`config.mk`:
```
export PLATFORM = sky130hd
export DESIGN_NAME = mem_rd_top
export DESIGN_NICKNAME = d
export VERILOG_FILES = /design/src/hdl/mem_rd_pkg.sv /design/src/hdl/mem_rd_fxarb.sv /design/src/hdl/mem_rd_req_queue.sv /design/src/hdl/mem_req_read_arbiter.sv /design/src/hdl/mem_rd_resp_router.sv /design/src/hdl/mem_rd_top.sv
export SDC_FILE = /design/constraint.sdc
export NUM_CORES = 1
export LEC_CHECK = 0
export ABC_AREA = 0
export BUFFER_PORTS_ARGS = -buffer_cell sky130_fd_sc_hd__buf_2
export CAP_MARGIN = 20
export CORE_UTILIZATION = 54
export CTS_CLUSTER_SIZE = 28
export DETAILED_ROUTE_END_ITERATION = 8
export GPL_TIMING_DRIVEN = 0
export HOLD_SLACK_MARGIN = 0.1
export PLACE_DENSITY = 0.8
export SETUP_SLACK_MARGIN = 0.2
export SLEW_MARGIN = 10
export SYNTH_ARGS = -nofsm -noshare
export SYNTH_HDL_FRONTEND = slang
export SYNTH_HIERARCHICAL = 1
export SYNTH_SLANG_ARGS = --single-unit
```
`constraint.sdc`:
```
create_clock -name clk_i -period 4.25 [get_ports clk_i]
set_input_delay 0.425 -clock clk_i [delete_from_list [all_inputs] [get_ports clk_i]]
set_output_delay 0.425 -clock clk_i [all_outputs]
set_load 0.01 [all_outputs]
```
`src/hdl/mem_rd_pkg.sv`:
```
// shared sizing constants for the cache memory read-request path
// request / response payload structs, opcode and arbiter state enums
package mem_rd_pkg;

    // ********************
    // sizing
    // ********************
    localparam int unsigned N_SRC   = 3;  // miss handler, uncached unit, prefetcher
    localparam int unsigned ADDR_W  = 32;
    localparam int unsigned DATA_W  = 64; // one response beat
    localparam int unsigned TAG_W   = 2;  // rolling per-source sequence tag
    localparam int unsigned SRC_W   = 2;  // enough for N_SRC
    localparam int unsigned Q_DEPTH = 4;  // entries per source queue
    localparam int unsigned QPTR_W  = $clog2(Q_DEPTH);
    localparam int unsigned QCNT_W  = $clog2(Q_DEPTH + 1); // count reaches Q_DEPTH

    // ********************
    // types
    // ********************
    typedef enum logic {
        CMD_READ_WORD = 1'b0,
        CMD_READ_LINE = 1'b1
    } mem_cmd_e;

    typedef enum logic {
        ARB_FREE = 1'b0, // grant follows priority
        ARB_HOLD = 1'b1  // grant frozen until memory accepts
    } arb_state_e;

    typedef struct packed {
        logic [SRC_W-1:0] src; // which source issued the read
        logic [TAG_W-1:0] tag;
    } mem_id_t;

    // source side request, no id yet
    typedef struct packed {
        logic [ADDR_W-1:0] addr;
        mem_cmd_e          cmd;
    } src_req_t;

    typedef struct packed {
        logic [ADDR_W-1:0] addr;
        mem_cmd_e          cmd;
        mem_id_t           id;
    } mem_req_t;

    typedef struct packed {
        mem_id_t           id;   // echoed from the request
        logic [DATA_W-1:0] data;
        logic              err;
    } mem_resp_t;

endpackage

```
`src/hdl/mem_rd_fxarb.sv`:
```
// fixed-priority arbiter, lowest index wins
// grant is frozen while the winner waits for ready_i
module mem_rd_fxarb
    import mem_rd_pkg::*;
#(
    parameter int unsigned N = 2
) (
    input  logic         clk_i,
    input  logic         reset_i,
    input  logic [N-1:0] req_i,
    input  logic         ready_i,
    output logic [N-1:0] gnt_o
);

    arb_state_e   state_q;
    logic [N-1:0] gnt_q;   // winner saved on entry to hold
    logic [N-1:0] pri_gnt; // combinational priority pick
    logic         found;

    // lowest-index one-hot pick
    always_comb begin
        pri_gnt = '0;
        found   = 1'b0;
        for (int i = 0; i < N; i++) begin
            if (req_i[i] && !found) begin
                pri_gnt[i] = 1'b1;
                found      = 1'b1;
            end
        end
    end

    assign gnt_o = (state_q == ARB_HOLD) ? gnt_q : pri_gnt; // no added latency when free

    always_ff @(posedge clk_i) begin
        if (reset_i) begin
            state_q <= ARB_FREE;
            gnt_q   <= '0;
        end else begin
            case (state_q)
                ARB_FREE: begin
                    if (found && !ready_i) begin // winner stalled, lock it
                        state_q <= ARB_HOLD;
                        gnt_q   <= pri_gnt;
                    end
                end
                ARB_HOLD: begin
                    if (ready_i) state_q <= ARB_FREE; // transfer this cycle
                end
                default: state_q <= ARB_FREE;
            endcase
        end
    end

    a_gnt_onehot0: assert property (@(posedge clk_i) disable iff (reset_i) $onehot0(gnt_o));

endmodule

```
`src/hdl/mem_rd_req_queue.sv`:
```
// per-source request queue, circular buffer of Q_DEPTH entries
// stamps each accepted command with source id and rolling tag
module mem_rd_req_queue
    import mem_rd_pkg::*;
#(
    parameter int unsigned SRC_ID = 0 // placed in id.src, below N_SRC
) (
    input  logic     clk_i,
    input  logic     reset_i,
    // source side
    input  logic     src_valid_i,
    input  src_req_t src_req_i,
    output logic     src_ready_o,
    // arbiter side
    output logic     q_valid_o,
    output mem_req_t q_req_o,
    input  logic     q_ready_i
);

    mem_req_t          buf_q [Q_DEPTH]; // payload storage
    logic [QPTR_W-1:0] wr_ptr_q;
    logic [QPTR_W-1:0] rd_ptr_q;
    logic [QCNT_W-1:0] count_q;
    logic [TAG_W-1:0]  tag_q;           // tag for the next accepted request
    logic              push;
    logic              pop;
    mem_req_t          new_req;

    assign src_ready_o = (count_q != QCNT_W'(Q_DEPTH)); // room left
    assign q_valid_o   = (count_q != '0);
    assign q_req_o     = buf_q[rd_ptr_q];               // oldest entry

    assign push = src_valid_i & src_ready_o;
    assign pop  = q_valid_o & q_ready_i;

    // build the memory request at accept time
    always_comb begin
        new_req        = '0;
        new_req.addr   = src_req_i.addr;
        new_req.cmd    = src_req_i.cmd;
        new_req.id.src = SRC_W'(SRC_ID);
        new_req.id.tag = tag_q;
    end

    // ********************
    // storage, no reset
    // ********************
    always_ff @(posedge clk_i) begin
        if (push) buf_q[wr_ptr_q] <= new_req;
    end

    // ********************
    // pointers and count
    // ********************
    always_ff @(posedge clk_i) begin
        if (reset_i) begin
            wr_ptr_q <= '0;
            rd_ptr_q <= '0;
            count_q  <= '0;
            tag_q    <= '0; // first tag after reset is 0
        end else begin
            if (push) begin
                wr_ptr_q <= (wr_ptr_q == QPTR_W'(Q_DEPTH - 1)) ? '0 : wr_ptr_q + 1'b1;
                tag_q    <= tag_q + 1'b1; // wraps naturally
            end
            if (pop) rd_ptr_q <= (rd_ptr_q == QPTR_W'(Q_DEPTH - 1)) ? '0 : rd_ptr_q + 1'b1;
            case ({push, pop})
                2'b10:   count_q <= count_q + 1'b1;
                2'b01:   count_q <= count_q - 1'b1;
                default: count_q <= count_q; // idle or push+pop
            endcase
        end
    end

    a_count_max: assert property (@(posedge clk_i) disable iff (reset_i)
        count_q <= QCNT_W'(Q_DEPTH));

endmodule

```
`src/hdl/mem_req_read_arbiter.sv`:
```
// memory read channel arbiter over N request queues
// fixed-priority grant, one-hot and-or payload select, ready back to winner
module mem_req_read_arbiter
    import mem_rd_pkg::*;
#(
    parameter int unsigned N = 2
) (
    input  logic                  clk_i,
    input  logic                  reset_i,
    // queue side
    input  logic     [N-1:0]      mem_req_read_valid_i,
    input  mem_req_t [N-1:0]      mem_req_read_i,
    output logic     [N-1:0]      mem_req_read_ready_o,
    // memory side
    output logic                  mem_req_read_valid_o,
    output mem_req_t              mem_req_read_o,
    input  logic                  mem_req_read_ready_i
);

    logic [N-1:0]                 gnt;
    logic [$bits(mem_req_t)-1:0]  sel_req; // and-or accumulator

    mem_rd_fxarb #(
        .N       (N)
    ) i_mem_rd_fxarb (
        .clk_i   (clk_i),
        .reset_i (reset_i),
        .req_i   (mem_req_read_valid_i),
        .ready_i (mem_req_read_ready_i),
        .gnt_o   (gnt)
    );

    assign mem_req_read_valid_o = |(gnt & mem_req_read_valid_i);

    // one-hot mux, grant masks every input
    always_comb begin
        sel_req = '0;
        for (int i = 0; i < N; i++) begin
            sel_req = sel_req | ({$bits(mem_req_t){gnt[i]}} & mem_req_read_i[i]);
        end
    end

    assign mem_req_read_o = mem_req_t'(sel_req);

    // only the granted, valid queue sees ready
    assign mem_req_read_ready_o = {N{mem_req_read_ready_i}} & gnt & mem_req_read_valid_i;

    // payload must not move while memory stalls, even if a higher source wakes up
    a_req_stable: assert property (@(posedge clk_i) disable iff (reset_i)
        mem_req_read_valid_o && !mem_req_read_ready_i |=> $stable(mem_req_read_o));

endmodule

```
`src/hdl/mem_rd_resp_router.sv`:
```
// memory response router, steers by id.src
// ready comes back from the addressed source only
module mem_rd_resp_router
    import mem_rd_pkg::*;
(
    input  logic                        clk_i,   // assertion only
    input  logic                        reset_i, // assertion only
    // memory side
    input  logic                        mem_resp_valid_i,
    input  mem_resp_t                   mem_resp_i,
    output logic                        mem_resp_ready_o,
    // source side
    output logic      [N_SRC-1:0]       src_resp_valid_o,
    output mem_resp_t [N_SRC-1:0]       src_resp_o,
    input  logic      [N_SRC-1:0]       src_resp_ready_i
);

    logic [N_SRC-1:0] dst_oh; // decoded destination

    always_comb begin
        dst_oh = '0;
        for (int i = 0; i < N_SRC; i++) begin
            if (mem_resp_i.id.src == SRC_W'(i)) dst_oh[i] = 1'b1;
        end
    end

    // fan out the payload, valid only at the destination
    for (genvar k = 0; k < N_SRC; k++) begin : g_fanout
        assign src_resp_o[k] = mem_resp_i;
    end

    assign src_resp_valid_o = {N_SRC{mem_resp_valid_i}} & dst_oh;
    assign mem_resp_ready_o = |(dst_oh & src_resp_ready_i); // zero if src out of range

    // memory must echo a source id that was issued
    a_src_range: assert property (@(posedge clk_i) disable iff (reset_i)
        mem_resp_valid_i |-> (mem_resp_i.id.src < SRC_W'(N_SRC)));

endmodule

```
`src/hdl/mem_rd_top.sv`:
```
// top of the cache memory read-request path
// three source queues, read arbiter, response router
module mem_rd_top
    import mem_rd_pkg::*;
(
    input  logic                   clk_i,
    input  logic                   reset_i,
    // source request channels
    input  logic      [N_SRC-1:0]  src_req_valid_i,
    input  src_req_t  [N_SRC-1:0]  src_req_i,
    output logic      [N_SRC-1:0]  src_req_ready_o,
    // memory request channel
    output logic                   mem_req_valid_o,
    output mem_req_t               mem_req_o,
    input  logic                   mem_req_ready_i,
    // memory response channel
    input  logic                   mem_resp_valid_i,
    input  mem_resp_t              mem_resp_i,
    output logic                   mem_resp_ready_o,
    // source response channels
    output logic      [N_SRC-1:0]  src_resp_valid_o,
    output mem_resp_t [N_SRC-1:0]  src_resp_o,
    input  logic      [N_SRC-1:0]  src_resp_ready_i
);

    // queue to arbiter
    logic     [N_SRC-1:0] q_valid;
    mem_req_t [N_SRC-1:0] q_req;
    logic     [N_SRC-1:0] q_ready;

    // ********************
    // request path
    // ********************
    for (genvar k = 0; k < N_SRC; k++) begin : g_queue
        mem_rd_req_queue #(
            .SRC_ID      (k) // source number into id.src
        ) i_mem_rd_req_queue (
            .clk_i       (clk_i),
            .reset_i     (reset_i),
            .src_valid_i (src_req_valid_i[k]),
            .src_req_i   (src_req_i[k]),
            .src_ready_o (src_req_ready_o[k]),
            .q_valid_o   (q_valid[k]),
            .q_req_o     (q_req[k]),
            .q_ready_i   (q_ready[k])
        );
    end

    mem_req_read_arbiter #(
        .N                    (N_SRC)
    ) i_mem_req_read_arbiter (
        .clk_i                (clk_i),
        .reset_i              (reset_i),
        .mem_req_read_valid_i (q_valid),
        .mem_req_read_i       (q_req),
        .mem_req_read_ready_o (q_ready),
        .mem_req_read_valid_o (mem_req_valid_o),
        .mem_req_read_o       (mem_req_o),
        .mem_req_read_ready_i (mem_req_ready_i)
    );

    // ********************
    // response path
    // ********************
    mem_rd_resp_router i_mem_rd_resp_router (
        .clk_i            (clk_i),
        .reset_i          (reset_i),
        .mem_resp_valid_i (mem_resp_valid_i),
        .mem_resp_i       (mem_resp_i),
        .mem_resp_ready_o (mem_resp_ready_o),
        .src_resp_valid_o (src_resp_valid_o),
        .src_resp_o       (src_resp_o),
        .src_resp_ready_i (src_resp_ready_i)
    );

endmodule

```
==> summary.txt <==
Setup TNS = 0 ns
Startpoint Class = register
die height = 191 µm
cell count after synthesis = 1,078
worst IR drop on VDD = 0.000343 V
max cap viols = 0
WL/cell = 24.4 µm
Static Leakage = 9.29 nW
sequential fraction of the synthesis area = 68.9%
Syn. warnings = 6
Setup-failing EPs final = 0
Rows = 69
vias in the first global route = 11.0k
design area = 23,800 µm²
crit path cell chain = or3_2 -> nand2b_1 -> o21ai_0 -> clkbuf_4 -> clkbuf_4 -> and3_1 -> o31ai_1 -> inv_1 -> ha_1 -> inv_1 -> fa_1 -> xor2_1 -> or3_1 -> a21oi_1
Inserted Clock Buffers = 43
Routed WL = 49.8 mm
Primary FF master, synth = edfxtp_1
TritonRoute pass-1 iters = 8
Buffers on Ports = 362
core area = 35,500 µm²
GRT Total Usage = 26.7%
final clock skew = 0.0129 ns
DRC viols = 0
Final min period = 3.77 ns
fin crit share = 88.7%
Crit Path Max Fanout = 10
DRT antenna net count = 0
Initial Util = 54.6%
final hold violations = 0
asr flop ratio synth = 0%
DIE WIDTH = 191 µm
DR iter-0 viols = 1,021
status = finished, final reports clean
worst skew pair latency = 0.54 ns
CTS Sinks = 457
min-delay worst type = input pin to register
Max Clk Rate = 0.265 GHz
Rel. slew slack = 33.3%
Max Buffers Root-to-Sink = 3
hold depth = 1
full die area = 36,700 µm²
largest net degree at the start of global routing = 36
power per standard cell area = 448 nW/µm²
DP Cell Count = 1,902
Layout Nets = 1,739
Critical Path AT = 4.23 ns
r2r worst-path depth = 14
DR vias = 11.2k
I/O pin cnt = 430
share of Yosys cell area claimed by the top area cell type = 65.1%
grt ovf = 0
H-tree depth = 2
flops & latches, synth = 457
most instantiated cells after synthesis = edfxtp_1 (420), buf_4 (217), mux4_2 (105)
layout overhead on the synthesized area = 22.9%
Placer Congestion = 0.864
Unique masters post-synth = 40
share of post-route cells with drive strength above 1 = 51.4%
CP endpoint kind = register
Avg Cell Area, Syn = 18.0 µm²
Critical-path top delay cell = or3_2
first-pass GRT wire length = 70.1 mm
DP Area = 21,800 µm²
non-filler cells, final = 2,040
critical path type = register to register
CTS tree = built
DP HPWL = 34.5 mm
Slew Viols, Final = 0
DR vias/cell = 5.50
Clock transition at path regs = 0.06 ns
RSZ-0062 raised after global routing = no
top post-synthesis cells by area = edfxtp_1 (65%), mux4_2 (12%), buf_4 (8.4%)
most common cell in the netlist = edfxtp_1
initial antenna violation count = 6
Yosys top cell by area = edfxtp_1
clock root buffer = clkbuf_16
Setup Buffers After CTS = 0
CP max stage delay = 0.60 ns
slew at the pin with the worst max-slew slack = 1.00 ns
critical path required time = 4.71 ns
post-synth design cell area = 19,400 µm²
EDFF count, synth = 420
-- power by group --
part	switching [mW]	total [mW]	internal [mW]	leakage [nW]
clock network	1.58	4.00	2.41	0.725
logic	0.814	1.45	0.640	4.40
registers	0.0717	5.21	5.14	4.16
total	2.47	10.7	8.19	9.29
-- placed cells by master (no fill, tap or decap), types with 2 or more instances in the layout --
| cell | instances |
|---|---|
| buf_4 | 217 |
| buf_6 | 13 |
| diode_2 | 6 |
| mux4_2 | 105 |
| buf_2 | 371 |
| or3_1 | 6 |
| clkbuf_8 | 3 |
| a21o_2 | 3 |
| xor2_1 | 6 |
| mux2i_1 | 4 |
| inv_1 | 59 |
| a222oi_1 | 38 |
| o31ai_1 | 8 |
| nand3_1 | 6 |
| nand2_1 | 11 |
| and2_4 | 3 |
| clkbuf_4 | 2 |
| ha_1 | 18 |
| clkbuf_1 | 21 |
| nor3b_2 | 3 |
| clkbuf_16 | 45 |
| nor2_1 | 19 |
| and3_1 | 3 |
| nor2b_1 | 3 |
| conb_1 | 6 |
| mux2_4 | 3 |
| nand2b_1 | 2 |
| bufinv_16 | 7 |
| or3_2 | 6 |
| o21ai_0 | 8 |
| fa_1 | 3 |
| dfxtp_1 | 37 |
| inv_2 | 3 |
| clkinv_1 | 5 |
| nor3_1 | 5 |
| dlygate4sd3_1 | 54 |
| clkinv_2 | 7 |
| a21oi_1 | 18 |
| and3_2 | 12 |
| edfxtp_1 | 420 |
-- per-layer routing --
layer  global-route usage (%)  up-vias  routed length [µm]
met5                        0        -                   0
met4                     6.81        0                1070
met3                     4.77       70                4340
met2                     45.0      615               25400
met1                     36.1     5637               19000
li1                         -     4901                   -
-- per-stage QoR --
step | power, mW | util [%] | hold WS (ns) | worst slack (ns)
floorplan | 6.09 | - | 0.434 | 1.04
global placement | 6.64 | 61.4 | 0.451 | 0.544
detailed placement | 6.69 | 61.4 | 0.467 | 0.425
CTS | 10.7 | 67.1 | 0.100 | 0.406
global route | 11.0 | 67.1 | 0.104 | 0.228
finish | 10.7 | 67.1 | 0.109 | 0.479
-- final timing paths --
kind / startpoint / to / slack (ns)
min: src_req_i[78] / g_queue[2].i_mem_rd_req_queue/buf_q[2][14]$_DFFE_PP_ / 0.11
max: g_queue[0].i_mem_rd_req_queue/count_q[0]$_SDFFE_PP0P_ / g_queue[1].i_mem_rd_req_queue/count_q[2]$_SDFFE_PP0P_ / 0.48
min reg2reg: i_mem_req_read_arbiter/i_mem_rd_fxarb/gnt_q[0]$_SDFFE_PP0P_ / i_mem_req_read_arbiter/i_mem_rd_fxarb/gnt_q[0]$_SDFFE_PP0P_ / 0.48
max reg2reg: g_queue[0].i_mem_rd_req_queue/count_q[0]$_SDFFE_PP0P_ / g_queue[1].i_mem_rd_req_queue/count_q[2]$_SDFFE_PP0P_ / 0.48
-- kinds of logic (layout without fill, tap and decap cells) --
kind of cell	Yosys count	after routing	share of synthesized area, %
AO/OA/AOI/OAI	76	76	3.10
XOR/XNOR	6	6	0.271
adder cells (fa/ha/maj)	21	21	1.47
buffers and inverters	315	809	10.9
flip-flops	457	457	68.9
multiplexers	113	113	12.7
other	5	12	0.0968
AND/OR/NAND/NOR	85	85	2.61
-- layout make-up --
type / count / area (µm²)
multi-input combinational: 307 / 3930
timing repair buffer: 416 / 2350
inverter: 62 / 233
clock buffer: 57 / 1200
sequential: 457 / 13400
antenna: 6 / 15.0
fill: 2307 / 11700
buffer: 253 / 1880
tap: 461 / 577
clock inverter: 21 / 280
-- flip-flops by register name, indices dropped and copies added, names as in the netlist, named ones only --
name and cells:
g_queue.i_mem_rd_req_queue/count_q 9, i_mem_req_read_arbiter/i_mem_rd_fxarb/gnt_q 3, i_mem_req_read_arbiter/i_mem_rd_fxarb/state_q 1, g_queue.i_mem_rd_req_queue/rd_ptr_q 6
g_queue.i_mem_rd_req_queue/tag_q 6, g_queue.i_mem_rd_req_queue/buf_q 420, g_queue.i_mem_rd_req_queue/wr_ptr_q 6
-- repair_timing --
action,4_1_cts,5_1_grt
resized for setup,0,2
hold buffers,54,0
endpoints found under the setup margin,0,1
endpoints found under the hold margin,193,0
-- critical path, delay by kind of cell, from the launching register on --
family / cells / cell delay [ns]
compound gates: 3 / 0.59
xor+xnor: 1 / 0.16
fa+ha+maj: 2 / 0.54
buf+inv: 4 / 0.70
flops: 1 / 0.36
simple gates: 4 / 1.33
(Power assumes the default switching activity.)
